## config.mk

```make
export PLATFORM = sky130hd
export DESIGN_NAME = mmu_dtlb
export DESIGN_NICKNAME = d
export VERILOG_FILES = /design/src/logic/mmu_addr_pkg.sv /design/src/logic/mmu_dtlb.sv
export SDC_FILE = /design/constraint.sdc
export NUM_CORES = 1
export LEC_CHECK = 0
export ABC_AREA = 1
export BUFFER_PORTS_ARGS = -buffer_cell sky130_fd_sc_hd__buf_2
export CAP_MARGIN = 20
export CORE_ASPECT_RATIO = 1.1
export CORE_MARGIN = 2
export CORE_UTILIZATION = 62
export DETAILED_ROUTE_END_ITERATION = 10
export PLACE_DENSITY = 0.84
export RECOVER_POWER = 25
export SLEW_MARGIN = 15
export SYNTH_ARGS = -nofsm -noshare
export SYNTH_HDL_FRONTEND = slang
export SYNTH_SLANG_ARGS = --single-unit
export TNS_END_PERCENT = 5
```

## constraint.sdc

```tcl
create_clock -name clk_i -period 4.55 [get_ports clk_i]
set_clock_uncertainty 0.2 [all_clocks]
set_input_delay 0.2275 -clock clk_i [delete_from_list [all_inputs] [get_ports clk_i]]
set_output_delay 0.2275 -clock clk_i [all_outputs]
set_load 0.01 [all_outputs]
```

## src/logic/mmu_addr_pkg.sv

```systemverilog
// MMU address definitions
// Virtual and physical address fields, page table entry and memory word views
package mmu_addr_pkg;

  localparam int VADDR_W  = 16;
  localparam int VPN_W    = 8;
  localparam int OFFSET_W = 8;

  localparam int PPN_W    = 2;
  localparam int PADDR_W  = PPN_W + OFFSET_W;
  localparam int WORD_W   = 32;

  // One-level page table entry
  typedef struct packed {
    logic                    valid;
    logic                    writable;
    logic [WORD_W-PPN_W-3:0] rsvd;
    logic [PPN_W-1:0]        ppn;
  } pte_s;

  // One memory word, read as raw data or as a PTE
  typedef union packed {
    logic [WORD_W-1:0] data;
    pte_s              pte;
  } mem_word_u;

endpackage

```

## src/logic/mmu_dtlb.sv

```systemverilog
`timescale 1ns/1ps
// Fully associative data TLB
// Combinational lookup, refill to a free or round-robin entry, full flush
module mmu_dtlb #(
  parameter int TLB_ENTRIES = 4
) (
  input  logic                           clk_i,
  input  logic                           reset_i,
  input  logic                           flush_i,
  input  logic [mmu_addr_pkg::VPN_W-1:0] r_vpn_i,
  input  logic                           w_v_i,
  input  logic [mmu_addr_pkg::VPN_W-1:0] w_vpn_i,
  input  logic [mmu_addr_pkg::PPN_W-1:0] w_ppn_i,
  input  logic                           w_writable_i,
  output logic                           hit_o,
  output logic [mmu_addr_pkg::PPN_W-1:0] ppn_o,
  output logic                           writable_o
);
  import mmu_addr_pkg::*;

  localparam int IDX_W = (TLB_ENTRIES > 1) ? $clog2(TLB_ENTRIES) : 1;

  logic [TLB_ENTRIES-1:0] v_q;
  logic [TLB_ENTRIES-1:0] wr_q;
  logic [VPN_W-1:0]       vpn_q [TLB_ENTRIES];
  logic [PPN_W-1:0]       ppn_q [TLB_ENTRIES];
  logic [TLB_ENTRIES-1:0] match;
  logic [IDX_W-1:0]       victim_q;
  logic [IDX_W-1:0]       fill_idx;
  logic                   free_found;

  always_comb begin
    hit_o      = 1'b0;
    ppn_o      = '0;
    writable_o = 1'b0;
    for (int i = 0; i < TLB_ENTRIES; i++) begin
      match[i] = v_q[i] && (vpn_q[i] == r_vpn_i);
      if (match[i]) begin
        hit_o      = 1'b1;
        ppn_o      = ppn_q[i];
        writable_o = wr_q[i];
      end
    end
  end

  // Lowest free entry first, else the victim
  always_comb begin
    fill_idx   = victim_q;
    free_found = 1'b0;
    for (int i = 0; i < TLB_ENTRIES; i++) begin
      if (!v_q[i] && !free_found) begin
        fill_idx   = IDX_W'(i);
        free_found = 1'b1;
      end
    end
  end

  always_ff @(posedge clk_i) begin
    if (reset_i) begin
      v_q      <= '0;
      victim_q <= '0;
    end else if (flush_i) begin
      v_q <= '0;
    end else if (w_v_i) begin
      v_q[fill_idx] <= 1'b1;
      if (!free_found) begin
        victim_q <= (victim_q == IDX_W'(TLB_ENTRIES - 1)) ? '0 : victim_q + 1'b1;
      end
    end
  end

  always_ff @(posedge clk_i) begin
    if (w_v_i) begin
      vpn_q[fill_idx] <= w_vpn_i;
      ppn_q[fill_idx] <= w_ppn_i;
      wr_q[fill_idx]  <= w_writable_i;
    end
  end

  // Refills only follow misses, so a VPN lives in at most one entry
  assert property (@(posedge clk_i) disable iff (reset_i) $onehot0(match));

endmodule

```

==> impl_metrics.toml <==
[synthesis]
ys_warn_count = 0
ys_types = 33
syn_area_um2 = 2480
synth_simple_gate_area_frac = 0.262
synth_top_family_by_area = "simple AND/OR/NAND/NOR gates"
synth-compound-area-share = 0.0413
synth_fa_ha_area_frac = 0.00504
seq_area_frac_synth = 0.581
synth_top_area_share = 0.532
syn_nets = 303
ys_async_sr_fraction = 0
synth_area_leader_cell = "edfxtp_1"
synth_cells = 279
synth_mux_area_frac = 0
synth-seq-cells = 50
synth_xor_area_frac = 0.0318
synth-edff-count = 44
avgSynthCellArea_um2 = 8.90
synthFlopType = "edfxtp_1"
synthTopCellsByArea = "edfxtp_1, nand2_1, nor2_1"

[worst_setup_path]
worst_path_dominant_cell_family = "simple AND/OR/NAND/NOR gates"
worstPathMaxFanout = 11
worst_setup_path_start_kind = "register"
critPathCaptureType = "register"
max_stage_delay_ps = 840
cpMaxStageDelayCell = "nor2_1"
required_ps = 4270
cp_num_buf_inv = 0
crit_arrival_ps = 1980
crit_chain = "a31oi_1 -> or2_2 -> nor2_1"
criticalPathCategory = "reg -> reg"

[final_layout]
nNetsFinal = 347
syn_to_final_growth_pct = 15.9
nFillCells = 308
drive_above_1_share = 0.145
n_antenna_cell = 0
design_area_um2 = 2880

[placed_design]
portBuffers = 26
dp_hpwl_um = 3670
placed_area_um2 = 2660
place_ws_ps = 2150
gp_congestion = 0.911

[global_route]
met3_usage = 0.0580
grt.busiest_layer = "met2"
use_met1 = 0.297
grt.met2_usage = 0.400
grt_start_max_net_pins = 15
grt_overflow = 0
grt_pass1_vias = 1842
antenna_found_initial = 0
grt_pass1_wl_um = 7980
grtUsageTotal = 0.243

[clocking]
cts_setup_buffers = 0
clock_path_buffers = 2
clock_latency_ps = 300
clockRootBuffer = "clkbuf_8"
cts.reportedPaths.clkPinSlew_ps = 70
cts_tree = "yes"
htreeDepth = 2
cts_buffers = 5
cts_sinks = 50

[min_path]
min_path_type = "in -> reg"

[timing]
tightestPinTransition_ps = 1100
setup_viol = 0
hold_viol_final = 0
rsz0062_at_grt = "false"
period_share = 0.496
fmax_mhz = 443
max_slew_margin = 0.262
hold_slack_ps = 28.8
slew_violations = 0
finalCriticalPeriod_ps = 2260
finalSetupTns_ps = 0
worst_slack_ps = 2290

[power]
peakVddDrop_mv = 0.303
p_total_uw = 818
p_leak_uw = 0.00123
powerDensity_nw_per_um2 = 284

[detailed_routing]
vias = 1961
postRouteWirelength_um = 5080
viasPerCell = 5.22
drc_errors = 0
wl_per_cell_um = 13.5
ant_nets = 0
drt_iter0_drc = 165
dr.pass1.iters = 4

[die]
initial_utilization = 0.636
core_area_um2 = 3900
die-area_um2 = 4530
rows = 24
die_height_um = 70.4
fp.dieW_um = 64.3
io_pins = 27

[status]
status = "finished clean"

[run]
maxCapViolations = 0
==> sequential cells by signal, summed over array words and instances (netlist names) <==
signal and flops:
victim_q 2, wr_q 4, vpn_q 32, ppn_q 8, v_q 4
==> what timing repair did <==
item,4_1_cts,5_1_grt
hold endpoints to repair,46,0
resized for setup,0,0
hold buffers,12,0
==> power by group <==
part / total, uW / internal (uW) / switching (uW) / leakage, uW
Sequential: 513 / 509 / 4.10 / 0.000453
Clock: 233 / 103 / 130 / 0.0000407
Combinational: 72.4 / 28.4 / 43.9 / 0.000741
==> cells in the mapped netlist, types with 2 or more instances <==
cell type,number
nand2_1,74
edfxtp_1,44
nor2_1,40
inv_1,35
nand3_1,12
inv_2,9
a21oi_1,8
dfxtp_1,6
o21ai_1,6
xor2_1,5
nand3b_1,4
nand4_1,4
xnor2_1,4
buf_2,3
nor2_2,3
nor3_1,3
nand2_2,2
o21ai_0,2
==> cells by family (layout without fill, tap and decap cells) <==
| family | count (synthesis) | count (layout) |
|---|---|---|
| flops | 50 | 50 |
| simple gates | 150 | 150 |
| fa+ha+maj | 1 | 1 |
| xor+xnor | 9 | 9 |
| compound gates | 19 | 19 |
| buf+inv | 50 | 95 |
==> cells in the final DEF, fill, tap and decap left out, types with 2 or more instances in the layout <==
cell type      netlist  layout
clkbuf_1             0       6
buf_6                0       2
edfxtp_1            44      44
clkinv_1             1       4
xor2_1               5       5
dlygate4sd3_1        0      12
nand4_1              4       4
xnor2_1              4       4
nand3b_1             4       4
nand3_1             12      12
nor2_1              40      40
inv_1               35      35
buf_2                3      20
inv_2                9       9
clkbuf_8             0       5
o21ai_0              2       2
nor3_1               3       3
nand2_2              2       2
o21ai_1              6       6
nor2_2               3       3
nand2_1             74      74
a21oi_1              8       8
dfxtp_1              6       6
==> through the flow <==
step / util / std cells
after CTS: 0.731 / 373
final: 0.737 / 376
after global placement: 0.680 / 353
after detailed placement: 0.680 / 353
after global routing: 0.737 / 376
after floorplan: - / 279
==> layout make-up <==
type / instances / area, um2 / share of cell area
clock buffer: 5 / 68.8 / 0.0239
clock inverter: 3 / 11.3 / 0.00391
inverter: 46 / 175 / 0.0609
multi-input combinational: 179 / 843 / 0.293
sequential: 50 / 1440 / 0.501
tap: 52 / 65.1 / 0.0226
timing repair buffer: 41 / 273 / 0.0948
==> final timing paths <==
| kind | startpoint | endpoint | slack, ps | cells after the start |
|---|---|---|---|---|
| min | w_v_i | v_q[0] | 30 | 3 |
| max reg2reg | v_q[3] | wr_q[0] | 2290 | 3 |
| max | v_q[3] | wr_q[0] | 2290 | 3 |
| min reg2reg | victim_q[1] | victim_q[1] | 310 | 2 |
==> metal layers <==
layer,up-vias,part of all wire
met4,0,0.024
li1,980,-
met5,-,0
met3,13,0.067
met2,80,0.50
met1,888,0.40
==> worst reg2reg max path: stages, from the launching register on <==
cell and delay [ps]:
dfxtp_1 410, a31oi_1 130, or2_2 300, nor2_1 840
(Power assumes the default switching activity.)
