<file path="src/logic/mmu_addr_pkg.sv">
// MMU address definitions
// Virtual and physical address fields, page table entry and memory word views
package mmu_addr_pkg;

  localparam int VADDR_W  = 16;
  localparam int VPN_W    = 8;
  localparam int OFFSET_W = 8;

  localparam int PPN_W    = 2;
  localparam int PADDR_W  = PPN_W + OFFSET_W;
  localparam int WORD_W   = 32;

  // One-level page table entry
  typedef struct packed {
    logic                    valid;
    logic                    writable;
    logic [WORD_W-PPN_W-3:0] rsvd;
    logic [PPN_W-1:0]        ppn;
  } pte_s;

  // One memory word, read as raw data or as a PTE
  typedef union packed {
    logic [WORD_W-1:0] data;
    pte_s              pte;
  } mem_word_u;

endpackage

</file>
<file path="src/logic/mmu_ptw.sv">
`timescale 1ns/1ps
// Single-level page table walker
// Reads one PTE from data memory, then refills the TLB or reports a fault
module mmu_ptw (
  input  logic                             clk_i,
  input  logic                             reset_i,
  input  logic                             miss_v_i,
  input  logic [mmu_addr_pkg::VPN_W-1:0]   miss_vpn_i,
  input  logic [mmu_addr_pkg::PPN_W-1:0]   base_ppn_i,
  input  logic [mmu_addr_pkg::WORD_W-1:0]  mem_rdata_i,
  output logic                             busy_o,
  output logic                             mem_re_o,
  output logic [mmu_addr_pkg::PADDR_W-1:0] mem_addr_o,
  output logic                             tlb_w_v_o,
  output logic [mmu_addr_pkg::VPN_W-1:0]   tlb_w_vpn_o,
  output logic [mmu_addr_pkg::PPN_W-1:0]   tlb_w_ppn_o,
  output logic                             tlb_w_writable_o,
  output logic                             done_o,
  output logic                             fault_o
);
  import mmu_addr_pkg::*;

  localparam logic [1:0] S_IDLE   = 2'd0;
  localparam logic [1:0] S_READ   = 2'd1;
  localparam logic [1:0] S_DECIDE = 2'd2;

  logic [1:0]       state_q;
  logic [VPN_W-1:0] vpn_q;
  mem_word_u        word;

  always_ff @(posedge clk_i) begin
    if (reset_i) begin
      state_q <= S_IDLE;
    end else begin
      case (state_q)
        S_IDLE: begin
          if (miss_v_i) begin
            state_q <= S_READ;
          end
        end
        S_READ:  state_q <= S_DECIDE;
        default: state_q <= S_IDLE;
      endcase
    end
  end

  always_ff @(posedge clk_i) begin
    if ((state_q == S_IDLE) && miss_v_i) begin
      vpn_q <= miss_vpn_i;
    end
  end

  // PTE address is base page then VPN
  assign mem_addr_o = {base_ppn_i, vpn_q};
  assign mem_re_o   = (state_q == S_READ);
  assign busy_o     = (state_q != S_IDLE);

  assign word    = mem_rdata_i;
  assign done_o  = (state_q == S_DECIDE) && word.pte.valid;
  assign fault_o = (state_q == S_DECIDE) && !word.pte.valid;

  assign tlb_w_v_o        = done_o;
  assign tlb_w_vpn_o      = vpn_q;
  assign tlb_w_ppn_o      = word.pte.ppn;
  assign tlb_w_writable_o = word.pte.writable;

  // No new miss while a walk is in flight
  assert property (@(posedge clk_i) disable iff (reset_i)
    busy_o |-> !miss_v_i);

endmodule

</file>
<file path="config.mk">
export PLATFORM = sky130hd
export DESIGN_NAME = mmu_ptw
export DESIGN_NICKNAME = d
export VERILOG_FILES = /design/src/logic/mmu_addr_pkg.sv /design/src/logic/mmu_ptw.sv
export SDC_FILE = /design/constraint.sdc
export NUM_CORES = 1
export LEC_CHECK = 0
export BUFFER_PORTS_ARGS = -buffer_cell sky130_fd_sc_hd__buf_2
export CAP_MARGIN = 20
export CORE_MARGIN = 2
export CORE_UTILIZATION = 29
export CTS_BUF_LIST = sky130_fd_sc_hd__clkbuf_8 sky130_fd_sc_hd__clkbuf_16
export DETAILED_ROUTE_END_ITERATION = 8
export HOLD_SLACK_MARGIN = 0.15
export PLACE_DENSITY_LB_ADDON = 0.2
export SYNTH_ARGS = -nofsm -noshare
export SYNTH_HDL_FRONTEND = slang
export SYNTH_SLANG_ARGS = --single-unit
</file>
<file path="constraint.sdc">
create_clock -name clk_i -period 3.1 [get_ports clk_i]
set_input_delay 0.155 -clock clk_i [delete_from_list [all_inputs] [get_ports clk_i]]
set_output_delay 0.155 -clock clk_i [all_outputs]
set_load 0.005 [all_outputs]
</file>
==> results of run 1 <==
## critical path, stage by stage (launching register included)
cell     delay (ps)
dfxtp_1         440
and3b_2         250
buf_2           120
## layer usage
metal  track usage  part of all wire  routed length (µm)  up-vias
li1              -                 -                   -      157
met1        0.0940              0.34                 298      145
met2         0.159              0.49                 428       28
met3        0.0917              0.16                 143        0
met4        0.0182                 0                   0        0
met5             0                 0                   0        -
## logic make-up after synthesis
logic type,count (synthesis)
buf+inv,14
simple gates,7
flops,10
## flip-flops by register name, indices dropped and copies added (netlist names)
name	cells
state_q	2
tlb_w_vpn_o	8
## area by class of cell
class,instances,share of cell area
sequential,10,0.416
timing repair buffer,42,0.383
multi-input combinational,7,0.104
clock buffer,3,0.0613
tap,16,0.0297
clock inverter,1,0.00558
## layout by cell type (no fill, tap or decap)
cell / instances
nor2b_1: 1
dfxtp_1: 2
or2_1: 1
nor3b_2: 2
nor3b_1: 1
clkbuf_8: 3
dlygate4sd3_1: 9
buf_4: 1
and3b_2: 1
buf_2: 32
nor4b_2: 1
inv_1: 1
edfxtp_1: 8
## how the worst max path moves through the flow
stage                     from             end  slack, ps  depth (start not counted)
floorplan           state_q[0]  tlb_w_vpn_o[0]       1670                          1
global placement    state_q[0]  tlb_w_vpn_o[0]       2040                          2
detailed placement  state_q[0]  tlb_w_vpn_o[2]       2030                          2
CTS                 state_q[0]          done_o       1900                          2
global route        state_q[1]         fault_o       1830                          2
finish              state_q[0]          done_o       1910                          2
## per-stage QoR
stage	util	setup WS [ps]	instance area [µm²]	power (mW)	cells
2_1_floorplan	-	1670	455	0.185	31
3_3_place_gp	0.361	2040	538	0.195	66
3_5_place_dp	0.361	2030	538	0.196	66
4_1_cts	0.452	1900	673	0.339	79
5_1_grt	0.452	1830	673	0.355	79
6_report	0.452	1910	673	0.332	79
## power by group through the flow
stage | registers [mW] | clock network [mW] | logic [mW]
floorplan | 0.163 | 0 | 0.0220
global placement | 0.162 | 0 | 0.0327
detailed placement | 0.163 | 0 | 0.0330
CTS | 0.160 | 0.137 | 0.0417
global route | 0.161 | 0.149 | 0.0456
finish | 0.160 | 0.131 | 0.0416
==> impl_metrics.json, run 1 <==
{
  "port_buffers": 32,
  "worstHoldStart": "miss_v_i",
  "vias": 330,
  "drtIter0Drc": 0,
  "synth.area.mux_share": 0,
  "postRouteAntennaNets": 0,
  "yosysTopAreaCell": "edfxtp_1",
  "syn-num-nets": 76,
  "fin_crit_ps": 1190,
  "rsz0062_at_grt": "no",
  "die_h_um": 43.6,
  "maxSlewViolCount": 0,
  "grt_start_max_net_pins": 9,
  "cts_num_sinks": 10,
  "ff2ff_path_depth": 2,
  "fill_cells": 134,
  "seqCellArea_um2": 280,
  "hold_violations": 0,
  "synthAdderAreaFrac": 0,
  "seqPwrFrac": 0.482,
  "multiInputGateArea_um2": 70.1,
  "min_path_cells": 2,
  "clk_pin_slew_ps": 40,
  "sw_frac_of_total": 0.194,
  "cp.required_ps": 2940,
  "ys.flop_type": "edfxtp_1",
  "drt-vias-per-instance": 4.18,
  "cts_buffers": 3,
  "grt-ovfl-total": 0,
  "path_max_fanout": 7,
  "synth_top_family_by_area": "buffers and inverters",
  "synthTopCellsByArea": "edfxtp_1 (53%), buf_4 (23%), dfxtp_1 (8.8%)",
  "drc": 0,
  "synth_edf_count": 8,
  "yosys-top-cells-count": "buf_4 (14), edfxtp_1 (8), dfxtp_1 (2), nor3b_2 (2)",
  "cts-resized-gates": 0,
  "ys_async_sr_fraction": 0,
  "routed_wl_um": 870,
  "finalSetupTns_ps": 0,
  "leakagePower_nw": 0.321,
  "synth.most_common_cell": "buf_4",
  "critPathLaunchType": "flop",
  "dpl.hpwl_um": 632,
  "layout-drive-gt1-share": 0.635,
  "rows": 14,
  "yosysTopAreaCellShare": 0.527,
  "r2r_end": "tlb_w_vpn_o[1]",
  "synth_compound_area_frac": 0,
  "initial_core_util": 0.306,
  "antenna_found_initial": 0,
  "cts_tree": "built",
  "nets": 109,
  "grt_pass1_wl_mm": 1.32,
  "ir_drop_mv": 0.456,
  "first_pass_iters": 1,
  "cts_setup_buffers": 0,
  "avgSynthCellArea_um2": 14.7,
  "synth_xor_area_frac": 0,
  "end_kind": "output pin",
  "die-width_um": 43.6,
  "holdBufCountCts": 9,
  "r2r_setup_slack_ps": 2030,
  "globalRouteTotalUtil": 0.0989,
  "gp_congestion": 0.596,
  "p_sw_mw": 0.0644,
  "io_pins": 71,
  "reg2reg_from": "state_q[0]",
  "synthToLayoutAreaGrowth_pct": 47.8,
  "path_class": "reg -> out",
  "outcome": "completed",
  "tightest_slew_ps": 252,
  "netlist_instances": 31,
  "wire_per_inst_um": 11.0,
  "yosys.area_share.simple": 0.154,
  "slew_headroom": 0.832,
  "power_density_nw_per_um2": 493,
  "p_clk_frac": 0.393,
  "max_cap_viol_count": 0,
  "die_area_um2": 1900,
  "arrival_ps": 1040,
  "insertion_delay_ps": 230,
  "n_antenna_cell": 0,
  "grt_pass1_vias": 303,
  "cts_root_buf": "clkbuf_8",
  "final.setup_skew_ps": 3.08,
  "fin_crit_sh": 0.385,
  "synth_cell_type_count": 9,
  "comb_power_share": 0.125,
  "cts.path.max_buffers": 2,
  "synth-seq-cells": 10,
  "core_area_um2": 1490,
  "htree_levels": 1,
  "worstHoldPathType": "in -> reg",
  "ys_seq_area_frac": 0.615,
  "finalSetupViolCount": 0,
  "whs_ps": 226,
  "yosysWarnings": 0,
  "intPower_mw": 0.268,
  "netlist_area_um2": 455,
  "min_to": "state_q[0]",
  "max_freq_ghz": 0.839
}
(Power assumes the default switching activity.)
==> inputs of run 2 (changes only) <==
Settings changed: CORE_UTILIZATION 29 to 27.
Clock period 3.1 ns to 1.2 ns, I/O delays scaled along.
==> impl_metrics.json, run 2 (synthesized netlist as in run 1, its figures left out) <==
{
  "outcome": "completed",
  "max_cap_viol_count": 0,
  "critPathLaunchType": "flop",
  "cts_num_sinks": 10,
  "largest_reg_flops": 8,
  "leakagePower_nw": 0.359,
  "endpoint": "done_o",
  "hold_violations": 0,
  "r2r_setup_slack_ps": 150,
  "drt-vias-per-instance": 4.05,
  "layout-drive-gt1-share": 0.606,
  "cts_buffers": 3,
  "clk_pin_slew_ps": 40,
  "die-width_um": 45.1,
  "reg2reg_from": "state_q[1]",
  "io_pins": 71,
  "grt_pass1_wl_mm": 1.27,
  "cts-resized-gates": 0,
  "insertion_delay_ps": 230,
  "end_kind": "output pin",
  "die_h_um": 45.1,
  "arrival_ps": 1040,
  "critPathSlowestCell": "dfxtp_1",
  "first_pass_iters": 2,
  "dpl.hpwl_um": 601,
  "final_cell_mix": "buf_2 (32), dlygate4sd3_1 (15), edfxtp_1 (8)",
  "slowest_delay_ps": 340,
  "crit_family": "flip-flops",
  "drtIter0Drc": 1,
  "critPathBufInv": 2,
  "ir_drop_mv": 0.958,
  "tightest_slew_ps": 265,
  "holdBufCountCts": 15,
  "maxSlewViolCount": 0,
  "core_area_um2": 1540,
  "nets": 117,
  "ff2ff_path_depth": 2,
  "fin_crit_ps": 1100,
  "cp.required_ps": 1140,
  "grt_start_max_net_pins": 8,
  "finalSetupViolCount": 0,
  "cts_setup_buffers": 0,
  "top_layer_used": "met3",
  "globalRouteTotalUtil": 0.0952,
  "drt-met1-wl_um": 299,
  "slew_headroom": 0.823,
  "path_class": "reg -> out",
  "antenna_found_initial": 0,
  "rsz0062_at_grt": "no",
  "cts_tree": "built",
  "synthToLayoutAreaGrowth_pct": 65.4,
  "rows": 14,
  "n_antenna_cell": 0,
  "drc": 0,
  "final_common_cell": "buf_2",
  "path_max_fanout": 6,
  "startpoint": "state_q[0]",
  "fin_crit_sh": 0.919,
  "grt-ovfl-total": 0,
  "met3_length_um": 134,
  "vias": 352,
  "max_freq_ghz": 0.907,
  "initial_core_util": 0.295,
  "gp_congestion": 0.606,
  "wl_met2_um": 399,
  "postRouteAntennaNets": 0,
  "grt_pass1_vias": 309,
  "total_power_mw": 0.883,
  "htree_levels": 1,
  "finalSetupTns_ps": 0,
  "cp_cell_sequence": "buf_4, and3b_2, buf_2",
  "final.setup_skew_ps": 1.99,
  "port_buffers": 32,
  "cp.depth": 3,
  "cts_root_buf": "clkbuf_8",
  "wire_per_inst_um": 9.56,
  "worstHoldPathType": "in -> out",
  "r2r_end": "tlb_w_vpn_o[2]",
  "cts.path.max_buffers": 2,
  "routed_wl_um": 832,
  "power_density_nw_per_um2": 1170,
  "die_area_um2": 2030
}
==> run 2: power breakdown <==
group	leakage [nW]	switching, mW	internal [mW]
clock	0.0269	0.115	0.222
combinational	0.239	0.0464	0.0880
sequential	0.0931	0.00996	0.401
total	0.359	0.171	0.711
==> run 2: worst min path at each step <==
stage	start	to	depth (start not counted)
detailed placement	mem_rdata_i[30]	tlb_w_writable_o	0
finish	mem_rdata_i[31]	fault_o	3
CTS	mem_rdata_i[31]	fault_o	3
global route	mem_rdata_i[31]	fault_o	3
global placement	mem_rdata_i[30]	tlb_w_writable_o	0
floorplan	reset_i	state_q[1]	1
==> run 2: final cells by class <==
cell class | count | area (µm²)
clock buffer | 3 | 41.3
sequential | 10 | 280
fill | 142 | 788
tap | 16 | 20.0
multi-input combinational | 7 | 75.1
clock inverter | 1 | 3.75
timing repair buffer | 50 | 333
==> run 2: layer usage <==
metal,vias to the layer above,GRT usage
met4,0,0.0176
met2,36,0.169
li1,172,-
met3,0,0.0720
met5,-,0
met1,144,0.0865
==> run 2: stage by stage <==
step,cell area (µm²),setup slack (ps),std cells,utilization,hold slack [ps]
floorplan,460,46.4,31,-,131
global placement,558,163,68,0.362,120
detailed placement,558,156,68,0.362,120
CTS,753,92.5,87,0.489,365
global route,753,39.2,87,0.489,387
finish,753,97.1,87,0.489,365
==> run 2: worst register-to-register path: stages (launching register included) <==
cell     delay, ps
dfxtp_1        370
nor3b_2        220
buf_4          170
