[src/logic/mmu_addr_pkg.sv]
// MMU address definitions
// Virtual and physical address fields, page table entry and memory word views
package mmu_addr_pkg;

  localparam int VADDR_W  = 16;
  localparam int VPN_W    = 8;
  localparam int OFFSET_W = 8;

  localparam int PPN_W    = 2;
  localparam int PADDR_W  = PPN_W + OFFSET_W;
  localparam int WORD_W   = 32;

  // One-level page table entry
  typedef struct packed {
    logic                    valid;
    logic                    writable;
    logic [WORD_W-PPN_W-3:0] rsvd;
    logic [PPN_W-1:0]        ppn;
  } pte_s;

  // One memory word, read as raw data or as a PTE
  typedef union packed {
    logic [WORD_W-1:0] data;
    pte_s              pte;
  } mem_word_u;

endpackage

[src/logic/mmu_cmd_pkg.sv]
// MMU command and response encodings
package mmu_cmd_pkg;

  typedef enum logic [1:0] {
    OP_LOAD  = 2'd0,
    OP_STORE = 2'd1,
    OP_SATP  = 2'd2,
    OP_FENCE = 2'd3
  } mmu_op_e;

  // Translation enable in the OP_SATP write data
  localparam int SATP_EN_BIT = 31;

  typedef enum logic [1:0] {
    CAUSE_NONE     = 2'd0,
    CAUSE_LOAD_PF  = 2'd1,
    CAUSE_STORE_PF = 2'd2
  } mmu_cause_e;

endpackage

[src/logic/mmu_resp.sv]
`timescale 1ns/1ps
// MMU response stage
// Aligns issue results with memory read data and pulses one response each
module mmu_resp (
  input  logic                            clk_i,
  input  logic                            reset_i,
  input  logic                            iss_v_i,
  input  mmu_cmd_pkg::mmu_op_e            iss_op_i,
  input  logic                            iss_fault_i,
  input  logic [mmu_addr_pkg::WORD_W-1:0] mem_rdata_i,
  output logic                            resp_v_o,
  output logic [mmu_addr_pkg::WORD_W-1:0] resp_data_o,
  output mmu_cmd_pkg::mmu_cause_e         resp_cause_o
);
  import mmu_cmd_pkg::*;

  logic    pend_v_q;
  mmu_op_e pend_op_q;
  logic    pend_fault_q;

  always_ff @(posedge clk_i) begin
    if (reset_i) begin
      pend_v_q <= 1'b0;
      resp_v_o <= 1'b0;
    end else begin
      pend_v_q <= iss_v_i;
      resp_v_o <= pend_v_q;
    end
  end

  // Memory data lines up with the pending entry
  always_ff @(posedge clk_i) begin
    pend_op_q    <= iss_op_i;
    pend_fault_q <= iss_fault_i;
    if (pend_v_q && (pend_op_q == OP_LOAD) && !pend_fault_q) begin
      resp_data_o <= mem_rdata_i;
    end else begin
      resp_data_o <= '0;
    end
    if (pend_v_q && pend_fault_q) begin
      resp_cause_o <= (pend_op_q == OP_STORE) ? CAUSE_STORE_PF : CAUSE_LOAD_PF;
    end else begin
      resp_cause_o <= CAUSE_NONE;
    end
  end

endmodule

[config.mk]
export PLATFORM = sky130hd
export DESIGN_NAME = mmu_resp
export DESIGN_NICKNAME = d
export VERILOG_FILES = /design/src/logic/mmu_addr_pkg.sv /design/src/logic/mmu_cmd_pkg.sv /design/src/logic/mmu_resp.sv
export SDC_FILE = /design/constraint.sdc
export NUM_CORES = 1
export LEC_CHECK = 0
export ABC_AREA = 1
export BUFFER_PORTS_ARGS = -buffer_cell sky130_fd_sc_hd__buf_4
export CAP_MARGIN = 10
export CORE_MARGIN = 2
export CORE_UTILIZATION = 28
export DETAILED_ROUTE_END_ITERATION = 8
export HOLD_SLACK_MARGIN = 0.03
export PLACE_DENSITY_LB_ADDON = 0.15
export REMOVE_ABC_BUFFERS = 1
export SYNTH_ARGS = -nofsm -noshare
export SYNTH_HDL_FRONTEND = slang
export SYNTH_SLANG_ARGS = --single-unit
[constraint.sdc]
create_clock -name clk_i -period 1 [get_ports clk_i]
set_input_delay 0.2 -clock clk_i [delete_from_list [all_inputs] [get_ports clk_i]]
set_output_delay 0.2 -clock clk_i [all_outputs]
set_load 0.01 [all_outputs]
==> flow_summary.yaml, run 1 <==
outcome:
  status: "finished clean"
synthesis:
  synth_seq_cells: 39
  syn_inst: 118
  yosys_most_used_dff: "dfxtp_1"
  synth_top_cells_by_area: "dfxtp_1 65%, nor2_2 15%, inv_1 11%"
  synth_top_area_share_pct: 65.3
  synth_warnings: 0
  synth.most_common_cell: "dfxtp_1"
  synth_seq_area_share_pct: 65.3
  syn_avg_cell_area_um2: 10.1
  ys_types: 9
  synth_top_cells_by_count: "39 x dfxtp_1, 35 x inv_1, 28 x nor2_2"
  syn_area_um2: 1200
  yosysTopAreaCell: "dfxtp_1"
  async_reset_ff_share_pct: 0
  synth_edf_count: 0
critical_path:
  crit_path_cell_trace: "buf_4"
  cp.required_ps: 800
  slowest_delay_ps: 310
  critPathLaunch: "resp_data_o[3]"
  worstPathMaxFanout: 1
  r2r-start: "pend_v_q"
  cp-start-kind: "register"
  crit_buf_inv: 1
  cp_top_family: "flip-flops"
  crit_type: "register to output port"
  setup.worst_path.end_class: "output port"
  critPathSlowestCell: "dfxtp_1"
  worstPathArrival_ps: 730
route:
  route.detailed.drc: 0
  postRouteAntennaNets: 0
  first_pass_iters: 2
  routed_via_density: 3.68
  num_vias: 934
  drt_wl_total_um: 2300
  first_iter_violations: 30
  routedWlPerCell_um: 9.04
power_and_ir_drop:
  p_clk_share_pct: 34.9
  irDropWorstVdd_mv: 0.766
  p_int_mw: 2.21
  p_comb_share_pct: 8.2
  p_sw_share_pct: 20.8
  p_seq_share_pct: 56.9
  p_switching_uw: 579
  leakage_nw: 1.04
  power.density_nw_per_um2: 1440
placed_design:
  place_inst: 243
  placed_area_um2: 1820
  numPortBuffers: 72
  dpl.hpwl_um: 1880
  place_congestion: 0.742
layout:
  fin_cells: 254
  finalInstanceArea_um2: 1940
  diodes: 0
  area_growth_syn_to_layout_pct: 62.3
  fillers: 394
  drive_gt1_share_pct: 57.4
  nets: 241
clock_network:
  cts_buffers: 5
  cts_setup_buffers: 0
  cts_max_level: 2
  root_buffer: "clkbuf_8"
  clk_pin_slew_ps: 70
  clkLatencyLatePin_ps: 280
  tritoncts: "built"
  clock-sinks: 39
  clockBufferDepth: 2
timing:
  timing.final.crit_share_pct: 92.8
  clock_skew_ps: 5.22
  worst_pin_slew_ps: 135
  rsz0062_at_grt: "no"
  fmax_mhz: 1080
  finalHoldWorstSlack_ps: 79.1
  final-setup-viol-count: 0
  relSlewSlack_pct: 91.0
  hold_violations: 0
  slew_violations: 0
  fin_crit_ps: 928
floorplan:
  die_area_um2: 4810
  fp.dieW_um: 69.4
  start_util_pct: 29.5
  rows: 23
  core_area_um2: 4060
  ios: 73
  die_h_um: 69.4
global_routing:
  track_usage_pct: 11.0
  grt_overflow: 0
  grt_max_degree: 13
  grt_pass1_vias: 951
  grt_first_pass_wirelength_um: 4090
  antenna_found_initial: 0
run:
  maxCapViolCount: 0
min_path:
  hold_class: "primary input to register"
  hold_path.startpoint: "reset_i"
[final cells by class]
cell class | count | area (µm²) | share of cell area (%)
Timing Repair Buffer | 81 | 628 | 32.3
Multi-Input combinational cell | 41 | 258 | 13.3
Clock inverter | 1 | 5.00 | 0.258
Clock buffer | 7 | 76.3 | 3.93
Inverter | 35 | 131 | 6.77
Sequential cell | 39 | 781 | 40.2
Tap cell | 50 | 62.6 | 3.22
[placed cells by master (no fill, tap or decap)]
cell type      instances
buf_12                 1
buf_4                 77
clkbuf_1               2
clkbuf_8               5
clkinv_2               1
dfxtp_1               39
dlygate4sd3_1          3
inv_1                 35
nand2_1                1
nand2_4                1
nor2_1                 6
nor2_2                29
nor2_4                 3
nor3_1                 1
[timing repair]
item / CTS / global route
endpoints found under the hold margin: 3 / 0
hold buffers: 3 / 0
resized for setup: 0 / 2
setup endpoints to repair: 0 / 18
[worst reg2reg max path: stages (launching register included)]
cell and delay (ps):
dfxtp_1 330, inv_1 60, nor2_2 120, nand2_4 110, buf_4 180, nor2_2 70
[sequential cells by signal, indices dropped and copies added (netlist names)]
signal        count
resp_cause_o      2
resp_v_o          1
resp_data_o      32
pend_v_q          1
pend_fault_q      1
pend_op_q         2
[power by group through the flow]
stage / Clock [mW] / Sequential [mW] / Combinational, mW
6_report: 0.973 / 1.59 / 0.229
5_1_grt: 1.10 / 1.59 / 0.252
4_1_cts: 1.03 / 1.59 / 0.231
3_5_place_dp: 0 / 1.62 / 0.221
3_3_place_gp: 0 / 1.62 / 0.218
2_1_floorplan: 0 / 1.63 / 0.0622
[final timing paths]
kind                     endpoint  slack (ps)  cells after the start
setup / recovery   resp_data_o[3]          70                      1
hold reg to reg   resp_cause_o[1]         470                      2
setup reg to reg  resp_data_o[27]          70                      5
hold / removal           resp_v_o          80                      2
[stage by stage]
stage                     TNS, ps  util [%]  power [mW]  setup WS [ps]
final                           0      47.9        2.79           72.5
after detailed placement        0      44.9        1.84           57.3
after floorplan             -4710         -        1.69           -189
after global routing            0      47.9        2.94           3.18
after CTS                       0      47.7        2.85           34.6
after global placement          0      44.9        1.84           61.6
[routing by layer]
metal	wire length [µm]	up-vias	GRT usage, %
met3	237	4	7.99
met5	0	-	0
met2	1240	36	19.2
met4	14	0	3.27
met1	804	408	9.88
li1	-	486	-
[logic make-up after synthesis]
logic type             Yosys count  share of synthesized area, %
and+or+nand+nor                 41                          20.9
DFF                             39                          65.3
buffers and inverters           38                          13.8
(Power assumes the default switching activity.)
==> inputs of run 2 (changes only) <==
--- a/config.mk
+++ b/config.mk
@@ -5,10 +5,8 @@
 export SDC_FILE = /design/constraint.sdc
 export NUM_CORES = 1
 export LEC_CHECK = 0
-export ABC_AREA = 1
 export BUFFER_PORTS_ARGS = -buffer_cell sky130_fd_sc_hd__buf_4
 export CAP_MARGIN = 10
-export CORE_MARGIN = 2
 export CORE_UTILIZATION = 28
 export DETAILED_ROUTE_END_ITERATION = 8
 export HOLD_SLACK_MARGIN = 0.03
==> run 2 against run 1 <==
Compared with the run above:
- the flow now finishes with violations (setup timing)
- clock power rose by 14%
- die area fell by 15%
- clock skew decreased by 1.7 ps
- sequential power is essentially flat
- critical path type is now register to register
- critical endpoint is now resp_data_o[24]
- largest power group unchanged
==> flow_summary.yaml, run 2 <==
outcome:
  status: "finished with violations"
  violations: "setup timing"
layout:
  nets: 202
  final_common_cell: "buf_4"
  layout_common_cells: "74 x buf_4, 37 x dfxtp_1, 21 x and2_2"
  diodes: 0
  reg_top3: "resp_data_o x32, pend_op_q x2, resp_cause_o x2"
  area_growth_syn_to_layout_pct: 70.3
  final_util_pct: 49.8
  drive_gt1_share_pct: 65.5
  largest_reg_flops: 32
  max_flop_register: "resp_data_o"
critical_path:
  setup.worst_path.end_class: "register"
  cp-start-kind: "register"
  r2r_cells: 3
  r2r-start: "pend_op_q[0]"
  ff2ff_setup_slack_ps: -40
  cp.required_ps: 1230
  worstPathMaxFanout: 16
  crit_type: "register to register"
  worstPathArrival_ps: 1270
  reg2reg_to: "resp_data_o[24]"
clock_network:
  clock-sinks: 39
  tritoncts: "built"
  clk_pin_slew_ps: 70
  cts_max_level: 2
  clkLatencyLatePin_ps: 280
  cts_setup_buffers: 0
  clockBufferDepth: 2
  root_buffer: "clkbuf_8"
  cts_buffers: 5
synthesis:
  synthAdderAreaFrac_pct: 0
  synth.most_common_cell: "dfxtp_1"
  synth_xor_area_share_pct: 0
  synth_edf_count: 0
  ys_types: 10
  synth_warnings: 0
  synth_seq_cells: 39
  synth_seq_area_share_pct: 72.4
  yosysTopAreaCell: "dfxtp_1"
  synth_top_family_by_area: "simple AND/OR/NAND/NOR gates"
  synth_top_cells_by_count: "39 x dfxtp_1, 21 x and2_2, 11 x and2_1"
  synth_top_cells_by_area: "dfxtp_1 72%, and2_2 15%, and2_1 6.4%"
  yosys_most_used_dff: "dfxtp_1"
  synth.area.mux_share_pct: 0
  synth_top_area_share_pct: 72.4
  syn_inst: 81
  yosys.area_share.simple_pct: 25.4
  async_reset_ff_share_pct: 0
  synth-compound-area-share_pct: 0.464
  syn_area_um2: 1080
  syn_avg_cell_area_um2: 13.3
min_path:
  whs_endpoint: "resp_v_o"
  min_path_cells: 2
  hold_path.startpoint: "reset_i"
  hold_class: "primary input to register"
route:
  drt_wl_total_um: 2010
  postRouteAntennaNets: 0
  routedWlPerCell_um: 9.45
  route.detailed.drc: 0
  routed_via_density: 3.77
  first_pass_iters: 2
  first_iter_violations: 30
  num_vias: 803
power_and_ir_drop:
  power_mw: 2.89
  leakage_nw: 0.903
  p_switching_uw: 540
  p_comb_share_pct: 6.2
  p_clk_share_pct: 38.6
  irDropWorstVdd_mv: 0.836
  p_sw_share_pct: 18.7
  p_int_mw: 2.35
  p_seq_share_pct: 55.2
  power.density_nw_per_um2: 1570
timing:
  fmax_mhz: 960
  fin_crit_ps: 1040
  worst_slack_ps: -42.2
  clock_skew_ps: 3.54
  finalSetupTns_ps: -1090
  relSlewSlack_pct: 82.4
  rsz0062_at_grt: "yes"
  slew_violations: 0
  worst_pin_slew_ps: 262
  timing.final.crit_share_pct: 104
  final-setup-viol-count: 32
  finalHoldWorstSlack_ps: 77.5
  hold_violations: 0
global_routing:
  grt_max_degree: 17
  antenna_found_initial: 0
  grt_first_pass_wirelength_um: 3290
  track_usage_pct: 11.0
  grt_pass1_vias: 811
  grt_overflow: 0
floorplan:
  core_area_um2: 3690
  rows: 22
  die_area_um2: 4100
  start_util_pct: 29.2
  ios: 73
  fp.dieW_um: 64.1
  die_h_um: 64.1
run:
  maxCapViolCount: 0
placed_design:
  place_congestion: 0.630
  dpl.hpwl_um: 1510
  numPortBuffers: 72
  post-place-ws_ps: -64.8
-- run 2: cell count changes in the layout (fill, tap and decap cells not counted), sizes merged --
| cell | change |
|---|---|
| a21oi | +1 |
| and2 | +32 |
| buf | -2 |
| clkbuf | +1 |
| clkinv | -1 |
| inv | -34 |
| nand2 | -1 |
| nor2 | -38 |
| nor2b | +2 |
| nor3 | -1 |
| nor3b | +1 |
| nor4b | +1 |
-- run 2: critical path, cell delays in order (launching register included) --
cell     delay [ps]
dfxtp_2         340
nor4b_4         320
buf_6           190
and2_2          140
-- run 2: logic make-up after synthesis --
logic type / count (synthesis)
flops: 39
simple gates: 37
buf+inv: 4
compound gates: 1
-- run 2: worst max-delay path by stage --
stage               slack (ps)         start  cells past startpoint               to
finish                     -40  pend_op_q[0]                      3  resp_data_o[24]
global route              -110  pend_op_q[0]                      3  resp_data_o[14]
CTS                        -70  pend_op_q[0]                      3  resp_data_o[24]
detailed placement         -60  pend_op_q[0]                      3  resp_data_o[21]
global placement           -30  pend_op_q[0]                      3  resp_data_o[24]
floorplan                 -290  pend_op_q[0]                      2  resp_data_o[10]
-- run 2: routing by layer --
layer	global-route usage [%]	vias up	wire length, µm
met5	0	-	0
met4	6.82	0	40
met3	6.07	6	294
met2	18.1	56	894
met1	10.5	333	784
li1	-	408	-
-- run 2: layout make-up --
class	count	area (µm²)
multi-input combinational	38	282
tap	48	60.1
timing repair buffer	79	608
fill	347	1850
inverter	1	3.75
clock buffer	8	100
sequential	39	783
-- run 2: through the flow --
| stage | instances | area [µm²] |
|---|---|---|
| 2_1_floorplan | 78 | 1060 |
| 3_3_place_gp | 202 | 1690 |
| 3_5_place_dp | 202 | 1690 |
| 4_1_cts | 213 | 1830 |
| 5_1_grt | 213 | 1840 |
| 6_report | 213 | 1840 |
-- run 2: timing repair --
item                                    4_1_cts  5_1_grt
hold buffers                                  3        0
gates resized for setup                       4        1
endpoints found under the setup margin       32       32
hold endpoints to repair                      3        0
-- run 2: power by group through the flow --
stage	combinational (mW)	clock (mW)	sequential (mW)
after detailed placement	0.171	0	1.63
after global placement	0.170	0	1.63
after CTS	0.182	1.17	1.59
final	0.179	1.11	1.59
after floorplan	0.0208	0	1.63
after global routing	0.194	1.26	1.59
