`config.mk`:
```
export PLATFORM = sky130hd
export DESIGN_NAME = mmu_cmd_decode
export DESIGN_NICKNAME = d
export VERILOG_FILES = /design/src/logic/mmu_addr_pkg.sv /design/src/logic/mmu_cmd_pkg.sv /design/src/logic/mmu_cmd_decode.sv
export SDC_FILE = /design/constraint.sdc
export NUM_CORES = 1
export LEC_CHECK = 0
export BUFFER_PORTS_ARGS = -buffer_cell sky130_fd_sc_hd__buf_2
export CORE_MARGIN = 1
export CORE_UTILIZATION = 43
export CTS_CLUSTER_SIZE = 14
export DETAILED_ROUTE_END_ITERATION = 8
export GPL_TIMING_DRIVEN = 1
export PLACE_DENSITY_LB_ADDON = 0.2
export SETUP_SLACK_MARGIN = 0.02
export SLEW_MARGIN = 20
export SYNTH_ARGS = -nofsm -noshare
export SYNTH_HDL_FRONTEND = slang
export SYNTH_SLANG_ARGS = --single-unit
```
`constraint.sdc`:
```
create_clock -name clk_i -period 3.15 [get_ports clk_i]
set_input_delay 0.1575 -clock clk_i [delete_from_list [all_inputs] [get_ports clk_i]]
set_output_delay 0.1575 -clock clk_i [all_outputs]
set_load 0.01 [all_outputs]
```
`src/logic/mmu_addr_pkg.sv`:
```
// MMU address definitions
// Virtual and physical address fields, page table entry and memory word views
package mmu_addr_pkg;

  localparam int VADDR_W  = 16;
  localparam int VPN_W    = 8;
  localparam int OFFSET_W = 8;

  localparam int PPN_W    = 2;
  localparam int PADDR_W  = PPN_W + OFFSET_W;
  localparam int WORD_W   = 32;

  // One-level page table entry
  typedef struct packed {
    logic                    valid;
    logic                    writable;
    logic [WORD_W-PPN_W-3:0] rsvd;
    logic [PPN_W-1:0]        ppn;
  } pte_s;

  // One memory word, read as raw data or as a PTE
  typedef union packed {
    logic [WORD_W-1:0] data;
    pte_s              pte;
  } mem_word_u;

endpackage

```
`src/logic/mmu_cmd_pkg.sv`:
```
// MMU command and response encodings
package mmu_cmd_pkg;

  typedef enum logic [1:0] {
    OP_LOAD  = 2'd0,
    OP_STORE = 2'd1,
    OP_SATP  = 2'd2,
    OP_FENCE = 2'd3
  } mmu_op_e;

  // Translation enable in the OP_SATP write data
  localparam int SATP_EN_BIT = 31;

  typedef enum logic [1:0] {
    CAUSE_NONE     = 2'd0,
    CAUSE_LOAD_PF  = 2'd1,
    CAUSE_STORE_PF = 2'd2
  } mmu_cause_e;

endpackage

```
`src/logic/mmu_cmd_decode.sv`:
```
`timescale 1ns/1ps
// MMU command decode and issue stage
// Holds translation control, stalls on TLB misses and decides page faults
module mmu_cmd_decode (
  input  logic                             clk_i,
  input  logic                             reset_i,
  input  logic                             cmd_v_i,
  input  mmu_cmd_pkg::mmu_op_e             cmd_op_i,
  input  logic [mmu_addr_pkg::VADDR_W-1:0] cmd_vaddr_i,
  input  logic [mmu_addr_pkg::WORD_W-1:0]  cmd_data_i,
  input  logic                             tlb_hit_i,
  input  logic [mmu_addr_pkg::PPN_W-1:0]   tlb_ppn_i,
  input  logic                             tlb_writable_i,
  input  logic                             ptw_done_i,
  input  logic                             ptw_fault_i,
  output logic                             cmd_ready_o,
  output logic [mmu_addr_pkg::VPN_W-1:0]   tlb_vpn_o,
  output logic                             tlb_flush_o,
  output logic                             miss_v_o,
  output logic [mmu_addr_pkg::VPN_W-1:0]   miss_vpn_o,
  output logic [mmu_addr_pkg::PPN_W-1:0]   base_ppn_o,
  output logic                             mem_v_o,
  output logic                             mem_we_o,
  output logic [mmu_addr_pkg::PADDR_W-1:0] mem_addr_o,
  output logic [mmu_addr_pkg::WORD_W-1:0]  mem_wdata_o,
  output logic                             iss_v_o,
  output mmu_cmd_pkg::mmu_op_e             iss_op_o,
  output logic                             iss_fault_o
);
  import mmu_addr_pkg::*;
  import mmu_cmd_pkg::*;

  logic                xlate_en_q;
  logic [PPN_W-1:0]    base_ppn_q;
  logic                iss_v_q;
  mmu_op_e             iss_op_q;
  logic [OFFSET_W-1:0] iss_off_q;
  logic [VPN_W-1:0]    iss_vpn_q;
  logic [WORD_W-1:0]   iss_wdata_q;
  logic                iss_xlate_q;
  logic                iss_hit_q;
  logic [PPN_W-1:0]    iss_ppn_q;
  logic                iss_wr_q;
  logic                walk_q;
  logic                relook_q;
  logic                pf_q;
  logic                accept;
  logic                iss_mem;
  logic                stall;
  logic                store_ro;

  assign iss_mem = (iss_op_q == OP_LOAD) || (iss_op_q == OP_STORE);
  // Translated access without a TLB entry waits for the walker
  assign stall   = iss_v_q && iss_xlate_q && iss_mem && !iss_hit_q && !pf_q;

  assign cmd_ready_o = !stall;
  assign accept      = cmd_v_i && cmd_ready_o;
  assign tlb_vpn_o   = stall ? iss_vpn_q : cmd_vaddr_i[VADDR_W-1:OFFSET_W];
  assign tlb_flush_o = accept && (cmd_op_i == OP_FENCE);
  assign miss_v_o    = stall && !walk_q;
  assign miss_vpn_o  = iss_vpn_q;
  assign base_ppn_o  = base_ppn_q;

  assign store_ro    = (iss_op_q == OP_STORE) && iss_hit_q && !iss_wr_q;
  assign iss_fault_o = iss_xlate_q && iss_mem && (pf_q || store_ro);
  assign iss_v_o     = iss_v_q && !stall;
  assign iss_op_o    = iss_op_q;

  assign mem_v_o     = iss_v_o && iss_mem && !iss_fault_o;
  assign mem_we_o    = (iss_op_q == OP_STORE);
  assign mem_addr_o  = {(iss_xlate_q ? iss_ppn_q : iss_vpn_q[PPN_W-1:0]), iss_off_q};
  assign mem_wdata_o = iss_wdata_q;

  always_ff @(posedge clk_i) begin
    if (reset_i) begin
      xlate_en_q <= 1'b0;
      base_ppn_q <= '0;
      iss_v_q    <= 1'b0;
      walk_q     <= 1'b0;
      relook_q   <= 1'b0;
      pf_q       <= 1'b0;
    end else begin
      if (accept && (cmd_op_i == OP_SATP)) begin
        xlate_en_q <= cmd_data_i[SATP_EN_BIT];
        base_ppn_q <= cmd_data_i[PPN_W-1:0];
      end
      if (!stall) begin
        iss_v_q <= accept;
      end
      relook_q <= ptw_done_i;
      if (miss_v_o) begin
        walk_q <= 1'b1;
      end else if (relook_q || ptw_fault_i) begin
        walk_q <= 1'b0;
      end
      if (ptw_fault_i) begin
        pf_q <= 1'b1;
      end else if (!stall) begin
        pf_q <= 1'b0;
      end
    end
  end

  always_ff @(posedge clk_i) begin
    if (accept) begin
      iss_op_q    <= cmd_op_i;
      iss_off_q   <= cmd_vaddr_i[OFFSET_W-1:0];
      iss_vpn_q   <= cmd_vaddr_i[VADDR_W-1:OFFSET_W];
      iss_wdata_q <= cmd_data_i;
      iss_xlate_q <= xlate_en_q;
      iss_hit_q   <= tlb_hit_i;
      iss_ppn_q   <= tlb_ppn_i;
      iss_wr_q    <= tlb_writable_i;
    end else if (relook_q) begin
      // Second lookup after refill
      iss_hit_q <= tlb_hit_i;
      iss_ppn_q <= tlb_ppn_i;
      iss_wr_q  <= tlb_writable_i;
    end
  end

  // Walker only answers while a miss is held
  assert property (@(posedge clk_i) disable iff (reset_i)
    (ptw_done_i || ptw_fault_i) |-> (walk_q && stall));

endmodule

```
==> results of run 1 <==
registers in the layout (all words and copies together), names as in the netlist, 2 cells and up:
| name | count |
|---|---|
| iss_off_q | 8 |
| mem_wdata_o | 32 |
| iss_op_o | 2 |
| miss_vpn_o | 8 |
| iss_ppn_q | 2 |
| base_ppn_o | 2 |
what timing repair did:
item	4_1_cts	5_1_grt
setup endpoints to repair	0	0
hold buffers	23	9
hold endpoints to repair	23	9
worst paths after layout:
check,to,cells past startpoint
max,tlb_vpn_o[5],4
min,mem_wdata_o[20]$_DFFE_PP_,1
max reg2reg,miss_vpn_o[3]$_DFFE_PP_,5
min reg2reg,iss_xlate_q$_DFFE_PP_,0
worst register-to-register path, delay by kind of cell (launching register included):
family,cells,cell delay [ns]
AND/OR/NAND/NOR,3,0.61
flip-flops,1,0.45
buffers and inverters,2,0.57
layout make-up:
cell class	count	area (um^2)	share of cell area, %
Clock inverter	6	52.55	1.547
Tap cell	67	83.83	2.468
Multi-Input combinational cell	39	356.6	10.50
Sequential cell	62	1792	52.74
Inverter	5	21.27	0.6262
Clock buffer	10	127.6	3.757
Timing Repair Buffer	160	963.4	28.36
power groups by stage:
stage | logic [uW] | registers, uW | clock network [uW]
5_1_grt | 201 | 965 | 687
3_5_place_dp | 155 | 980 | 0
3_3_place_gp | 153 | 978 | 0
4_1_cts | 178 | 962 | 652
2_1_floorplan | 44.3 | 1000 | 0
6_report | 185 | 962 | 634
cell usage after synthesis:
library cell,count
nor2_1,1
dfxtp_1,7
and4_1,1
clkbuf_1,1
a21o_1,1
buf_12,1
nand3_1,1
nand2b_1,7
or3_1,1
and2_4,1
nor2b_1,2
mux2i_1,3
and4bb_4,1
nor4b_2,1
mux2_2,2
inv_4,1
a21oi_1,4
mux2_4,8
inv_1,4
and2_1,2
edfxtp_1,55
and2b_1,1
nand3b_1,2
cell families after synthesis:
logic type	after synthesis
buffers and inverters	7
AO/OA/AOI/OAI	5
multiplexers	13
AND/OR/NAND/NOR	21
flip-flops	62
metal layers:
layer | track usage, % | part of all wire, % | vias to the layer above
met2 | 31.07 | 52 | 78
met4 | 11.11 | 2.3 | 0
met1 | 17.95 | 39 | 722
met5 | 0 | 0 | -
met3 | 5.898 | 7.0 | 9
li1 | - | - | 743
metrics by stage:
| stage | instance area [um^2] | cells | hold WS [ns] | util, % |
|---|---|---|---|---|
| 2_1_floorplan | 2192 | 108 | 0.2564 | - |
| 3_3_place_gp | 2897 | 301 | 0.3338 | 60.13 |
| 3_5_place_dp | 2897 | 301 | 0.3356 | 60.13 |
| 4_1_cts | 3307 | 340 | 0.0001759 | 68.65 |
| 5_1_grt | 3397 | 349 | 0.0001649 | 70.52 |
| 6_report | 3397 | 349 | 0.01496 | 70.52 |
==> results.md, run 1 <==
* Reg power frac at 54.0%
* Ys Warns at 0
* Largest net degree at the start of global routing at 52
* Clock network power share at 35.6%
* Largest delay share family, worst path: simple AND/OR/NAND/NOR gates
* Post-synthesis xor/xnor area fraction at 0%
* Maxcap violations at 0
* Area contributors post-synth: edfxtp_1 (75%), dfxtp_1 (6.4%), mux2_4 (5.5%), nand2b_1 (2.0%), mux2i_1 (1.4%)
* Leakage dissipation at 0.001490 uW
* F_max at 489.0 MHz
* Placer Congestion at approximately 0.75
* DRC errors left at 0
* Htree depth at 3
* Total die area at between 0.005 and 0.006 mm^2
* Yosys top cell area share at roughly three quarters
* CP Max Fanout at 10
* Final worst slack at between 1 and 1.5 ns
* Vias per Instance at 4.447
* CP Launch Point: iss_op_o[1]$_DFFE_PP_
* Die H at approximately 73 um
* Worst Path Class, Setup: flip-flop to output port
* Post-synth cell types at 23
* Slowest Stage Delay on Critical Path at 0.44 ns
* First-pass GRT wire length at 6.665 mm
* Clock Sinks at 62
* Synth Area in Compound Gates at 1.256%
* Ant diodes at 0
* CP startpoint kind: flip-flop
* Most frequent cells in the layout: buf_2 (127), edfxtp_1 (55), dlygate4sd3_1 (32)
* Area growth from synthesis to layout at 54.97%
* Max-slew headroom at 59.32%
* Pint at 1404 uW
* Final Hold Fails at 0
* Post-cts resize count at 0
* Worst vdd ir at 0.3206 mV
* CTS root buffer: clkbuf_8
* I/O Buffers at about 130
* Tot GR Track Use at between 15 and 20%
* Die Wd at 73.40 um
* RSZ-0062 raised after global routing: no
* Post-CTS Setup Bufs at 0
* Top cell type by total area after synthesis: edfxtp_1
* Vias in the first global route at roughly 1,500
* Initial antenna violation count at 0
* CTS tree: yes
* Hpwl dp at around 3.2 mm
* Count of state elements after synthesis at 62
* Main combinational cell family by area after synthesis: multiplexers
* Grt total ovfl at 0
* Vias post-DR at about 1,600
* Switching power at approximately 380 uW
* Clk Latency, worst-skew pair at roughly 0.32 ns
* Power share of the combinational group at about a tenth
* Mapped Avg Cell Area at 20.30 um^2
* PD cells at around 520 mW/mm^2
* Sequential share of the synthesized area at 81.74%
* Inserted Clock Buffers at 9
* Buffers & Inverters on Critical Path at 1
* R2r setup slk at around 1.1 ns
* Most common cell after layout, fill and taps aside: buf_2
* Mux share of post-synthesis cell area at just under 8%
* Row count at 25
* Tmin final at between 2 and 2.5 ns
* DR WL/cell at around 14 um
* Ratio of final minimum period to clock period at 64.92%
* Worst-Margin Slew at about 0.61 ns
* RR Startpoint: iss_xlate_q$_DFFE_PP_
* Fill cells at 370
* # IOs at 128
* Drt pass-1 iters at 4
* Synthesized area at around 0.0022 mm^2
* Fin Setup TNS at 0 ns
* Post-DRT Antenna Nets at 0
* Post-layout net count at about 340
* Crit-path cells: and4bb_4 > and2_4 > mux2_4 > buf_2
* Core Area at 0.004817 mm^2
* CP max-delay cell: edfxtp_1
* Synth Area in Adders at 0%
* Post-Synthesis Cells at about 110
* Outcome: completed
* Fraction of layout cells with a size suffix above 1 at 55.32%
* Max-slew violations at 0
* Layout Skew at around 0.0083 ns
* Post-Synthesis Net Count at ~170
* Total Wirelength at between 4 and 5 mm
* Setup violators final at 0
* Synth Area in Simple Gates at 7.078%
* DR iter-0 viols at slightly below 90
* Hold/Removal Path Class: primary input to flip-flop
* Worst slack, placed at 1.121 ns
* Arrival time at the worst endpoint at around 1.9 ns
* Buffer levels on the longest clock path at 2
* Critical path required time at 2.99 ns
* Total Power at between 1500 and 2000 uW
* Setup crit end kind: output port
* Hold_sp: cmd_data_i[20]
* Starting Density at around 46%
* Clock transition at the registers of the reported paths at 0.07 ns
* Net Sw Frac at roughly a fifth
No activity file was read; power rests on OpenSTA's default activity.
==> run 2, diff against run 1 <==
==> constraint.sdc (replaced) <==
create_clock -name clk_i -period 1.95 [get_ports clk_i]
set_input_delay 0.0975 -clock clk_i [delete_from_list [all_inputs] [get_ports clk_i]]
set_output_delay 0.0975 -clock clk_i [all_outputs]
set_load 0.01 [all_outputs]
==> results.md, run 2 (same netlist as run 1, synthesis figures left out) <==
* Clock Sinks at slightly above 60
* Vias post-DR at 1,691
* Hold/Removal Path Class: primary input to flip-flop
* Die H at 73.40 um
* Hpwl dp at between 3 and 4 mm
* Placer Congestion at ~0.75
* F_max at ~530 MHz
* Outcome: completed
* Total Wirelength at ~5.3 mm
* Final Hold Fails at 0
* Clk Latency, worst-skew pair at ~0.33 ns
* Clock transition at the registers of the reported paths at about 0.060 ns
* DR iter-0 viols at slightly below 70
* CTS root buffer: clkbuf_8
* Fraction of layout cells with a size suffix above 1 at 51.60%
* Placed Area at a little under 0.003 mm^2
* Max-slew headroom at between 70% and 80%
* Htree depth at 3
* Maxcap violations at 0
* Area growth from synthesis to layout at 68.09%
* Grt total ovfl at 0
* Layout Skew at 0.007996 ns
* Worst vdd ir at around 0.57 mV
* Inserted Clock Buffers at 9
* Setup violators final at 0
* Vias in the first global route at about 1,600
* Drt pass-1 iters at 4
* Most frequent cells in the layout: buf_2 (127), dlygate4sd3_1 (55), edfxtp_1 (55)
* CP startpoint kind: flip-flop
* Max-slew violations at 0
* Row count at 25
* Highest routing layer actually used: met4
* Post-DRT Antenna Nets at 0
* I/O Buffers at between 100 and 150
* Initial antenna violation count at 0
* Fin Setup TNS at 0 ns
* Design area at 0.003685 mm^2
* PD cells at 756.3 mW/mm^2
* Placed insts at 303
* Ratio of final minimum period to clock period at a little over nine tenths
* Post-Layout Cell Count at 379
* Max reg flops at 32
* Die Wd at 73.40 um
* Tmin final at 1.877 ns
* M1 wire length at around 2.1 mm
* DRC errors left at 0
* Most common cell after layout, fill and taps aside: buf_2
* Post-layout net count at between 300 and 400
* First-pass GRT wire length at about 7.6 mm
* CP Max Fanout at 5
* Buffer levels on the longest clock path at 2
* Worst Path Class, Setup: flip-flop to output port
* Setup crit end kind: output port
* Worst-Margin Slew at around 0.42 ns
* Tot GR Track Use at ~20%
* Ant diodes at 0
* Arrival time at the worst endpoint at about 1.8 ns
* Largest net degree at the start of global routing at 52
* RSZ-0062 raised after global routing: yes
* Leakage dissipation at ~0.0016 uW
* Core Area at roughly 0.0048 mm^2
* Routed wl met2 at 2.739 mm
* DR WL/cell at approximately 14 um
* Total die area at between 0.005 and 0.006 mm^2
* CTS tree: yes
* Starting Density at 45.51%
* Critical path required time at 1.85 ns
* DR WL met3 at 404 um
* # IOs at between 100 and 150
* Vias per Instance at between 4 and 5
run 2: cell types whose count changed in the layout (fill, tap and decap cells not counted):
cell,before,now
dlygate4sd3_1,32,55
buf_8,0,1
buf_16,0,1
clkbuf_1,1,3
clkinv_2,3,1
and2_2,1,0
and2_4,1,3
buf_4,1,6
bufinv_16,1,0
run 2: final cells by class:
type,count,area [um^2]
Timing Repair Buffer,190,1274
Sequential cell,62,1792
Fill cell,319,1132
Multi-Input combinational cell,40,366.6
Tap cell,67,83.83
Clock inverter,3,12.51
Inverter,5,21.27
Clock buffer,12,135.1
run 2: layer usage:
metal | vias up | global-route usage [%]
met5 | - | 0
met4 | 0 | 10.04
met3 | 11 | 7.545
met2 | 84 | 34.98
met1 | 787 | 21.96
li1 | 809 | -
run 2: through the flow:
| step | setup WS [ns] | total power, uW | hold WS [ns] | util [%] |
|---|---|---|---|---|
| 5_1_grt | 0.01375 | 2907 | 0.03001 | 76.49 |
| 3_3_place_gp | 0.1980 | 1829 | 0.2740 | 60.47 |
| 4_1_cts | 0.02801 | 2792 | 0.02709 | 76.00 |
| 3_5_place_dp | 0.1793 | 1834 | 0.2759 | 60.47 |
| 6_report | 0.07344 | 2787 | 0.03654 | 76.49 |
| 2_1_floorplan | 0.06241 | 1686 | 0.1964 | - |
run 2: what timing repair did:
item                                   4_1_cts  5_1_grt
endpoints found under the hold margin       55        0
pin swaps                                    1        0
cloned                                       1        1
setup endpoints to repair                    8       58
hold buffers                                55        0
buffers inserted                             2        2
resized for setup                            3        1
run 2: critical path, cell delays in order, from the launching register on:
cell,delay (ns)
edfxtp_1,0.38
and4bb_4,0.31
and2_4,0.19
buf_8,0.13
mux2_4,0.30
buf_2,0.14
run 2: where the power goes:
part | internal [uW] | switching [uW]
clock | 444 | 440
combinational | 201 | 150
sequential | 1530 | 22.6
total | 2180 | 612
run 2: final timing paths:
kind | start | end | slack, ns | cells past startpoint
worst max-delay path | iss_op_o[1]$_DFFE_PP_ | tlb_vpn_o[1] | 0.07 | 5
worst min-delay path | reset_i | walk_q$_SDFFE_PP0P_ | 0.04 | 2
worst max register to register | iss_xlate_q$_DFFE_PP_ | iss_off_q[4]$_DFFE_PP_ | 0.26 | 5
worst min register to register | xlate_en_q$_SDFFE_PP0P_ | iss_xlate_q$_DFFE_PP_ | 0.44 | 0
==> run 3, diff against run 2 <==
--- a/config.mk
+++ b/config.mk
@@ -11,7 +11,7 @@
 export CTS_CLUSTER_SIZE = 14
 export DETAILED_ROUTE_END_ITERATION = 8
 export GPL_TIMING_DRIVEN = 1
-export PLACE_DENSITY_LB_ADDON = 0.2
+export PLACE_DENSITY = 0.82
 export SETUP_SLACK_MARGIN = 0.02
 export SLEW_MARGIN = 20
 export SYNTH_ARGS = -nofsm -noshare
==> results.md, run 3 (same netlist as run 1, synthesis figures left out) <==
* Tmin final at around 1.9 ns
* R2r setup slk at 0.14 ns
* CP Max Fanout at 9
* CTS tree: yes
* Total Wirelength at about 5.3 mm
* Critical path required time at 1.85 ns
* Initial antenna violation count at 0
* F_max at 520.5 MHz
* Worst slack, placed at slightly above 0.09 ns
* Grt total ovfl at 0
* Most frequent cells in the layout: buf_2 (120), dlygate4sd3_1 (55), edfxtp_1 (55)
* Fraction of layout cells with a size suffix above 1 at 51.62%
* Clock Sinks at 62
* Design area at between 0.003 and 0.004 mm^2
* Fill cells at 308
* Maxcap violations at 0
* Post-DRT Antenna Nets at 0
* First-pass GRT wire length at 7.514 mm
* Area of the multi-input gates at 357.8 um^2
* DRC errors left at 0
* Inserted Clock Buffers at 9
* CTS root buffer: clkbuf_8
* Most common cell after layout, fill and taps aside: buf_2
* Vias in the first global route at around 1,600
* Worst vdd ir at 0.5081 mV
* Core Area at roughly 0.0048 mm^2
* WHS at around 0.032 ns
* Final worst slack at about 0.029 ns
* Setup crit end kind: output port
* Htree depth at 3
* Vias post-DR at ~1,700
* Largest net degree at the start of global routing at 52
* Post-Layout Cell Count at between 300 and 400
* Hold/Removal Path Class: primary input to flip-flop
* Drt pass-1 iters at 4
* Arrival time at the worst endpoint at approximately 1.8 ns
* Placed Area at 0.002905 mm^2
* Max-slew violations at 0
* Ratio of final minimum period to clock period at a little over nine tenths
* Worst-Margin Slew at 0.6511 ns
* Post-layout net count at 362
* DR WL met3 at around 480 um
* M1 wire length at about 2 mm
* I/O Buffers at approximately 130
* Register area at approximately 0.0018 mm^2
* Final Hold Fails at 0
* Max reg flops at 32
* Starting Density at a little under half
* DR iter-0 viols at 71
* Layout Skew at about 0.0087 ns
* Leakage dissipation at between 0.0015 and 0.002 uW
* PD cells at approximately 800 mW/mm^2
* Total die area at approximately 0.0054 mm^2
* Worst Path Class, Setup: flip-flop to output port
* Placed insts at about 300
* Highest routing layer actually used: met4
* Outcome: completed
* Placer Congestion at a little over 0.8
* Row count at 25
* Clock transition at the registers of the reported paths at approximately 0.060 ns
* Die H at around 73 um
* Tot GR Track Use at about 20%
* Hpwl dp at roughly 3.1 mm
* Die Wd at between 70 and 80 um
* Ant diodes at 0
* Vias per Instance at between 4 and 5
* Clk Latency, worst-skew pair at 0.32 ns
* Setup violators final at 0
* Max-slew headroom at approximately 57%
* CP startpoint kind: flip-flop
* DR WL/cell at approximately 14 um
* # IOs at about 130
* Buffer levels on the longest clock path at 2
* Routed wl met2 at ~2.7 mm
* RSZ-0062 raised after global routing: yes
* Area growth from synthesis to layout at 70.26%
-- run 3: cell count changes in the layout (fill, tap and decap cells not counted), sizes merged --
cell | previous run | this run
buf | 135 | 131
and2 | 4 | 3
clkbuf | 12 | 11
bufinv | 0 | 2
-- run 3: critical path, stage by stage, from the launching register on --
cell,delay [ns]
edfxtp_1,0.38
and4bb_4,0.35
and2_4,0.18
buf_12,0.14
mux2_4,0.30
buf_2,0.15
-- run 3: metal layers --
layer	vias up	GRT usage, %
li1	799	-
met1	764	20.54
met2	101	34.88
met3	16	6.447
met4	0	12.18
met5	-	0
-- run 3: worst paths after layout --
| check | end | cells past startpoint | startpoint |
|---|---|---|---|
| worst max-delay path | tlb_vpn_o[4] | 5 | iss_op_o[1]$_DFFE_PP_ |
| worst min-delay path | pf_q$_SDFFE_PP0P_ | 2 | ptw_fault_i |
| worst max register to register | mem_wdata_o[24]$_DFFE_PP_ | 4 | iss_xlate_q$_DFFE_PP_ |
| worst min register to register | iss_xlate_q$_DFFE_PP_ | 0 | xlate_en_q$_SDFFE_PP0P_ |
-- run 3: through the flow --
step	TNS [ns]	utilization, %	total power [uW]
floorplan	0	-	1686
global placement	0	60.31	1826
detailed placement	0	60.31	1833
CTS	0	76.42	3083
global route	-0.1112	77.48	3176
finish	0	77.48	3073
-- run 3: power breakdown --
| group | switching [uW] | internal, uW | total, uW | leakage, uW |
|---|---|---|---|---|
| registers | 22.4 | 1530 | 1550 | 0.000596 |
| clock network | 452 | 712 | 1160 | 0.000105 |
| logic | 151 | 206 | 357 | 0.000930 |
| total | 626 | 2450 | 3070 | 0.00163 |
-- run 3: timing repair --
action | in CTS | in global routing
gates cloned | 0 | 0
setup endpoints to repair | 8 | 8
resized for setup | 3 | 7
pin swaps | 1 | 1
hold endpoints to repair | 55 | 0
hold buffers | 55 | 0
buffers inserted | 1 | 1
-- run 3: area by class of cell --
| type | instances | share of cell area (%) |
|---|---|---|
| well taps | 67 | 2.246 |
| repair buffers | 186 | 34.09 |
| multi-input cells | 39 | 9.588 |
| inverters | 5 | 0.5699 |
| clock inverters | 5 | 1.978 |
| flip-flops and latches | 62 | 48.01 |
| clock buffers | 11 | 3.520 |
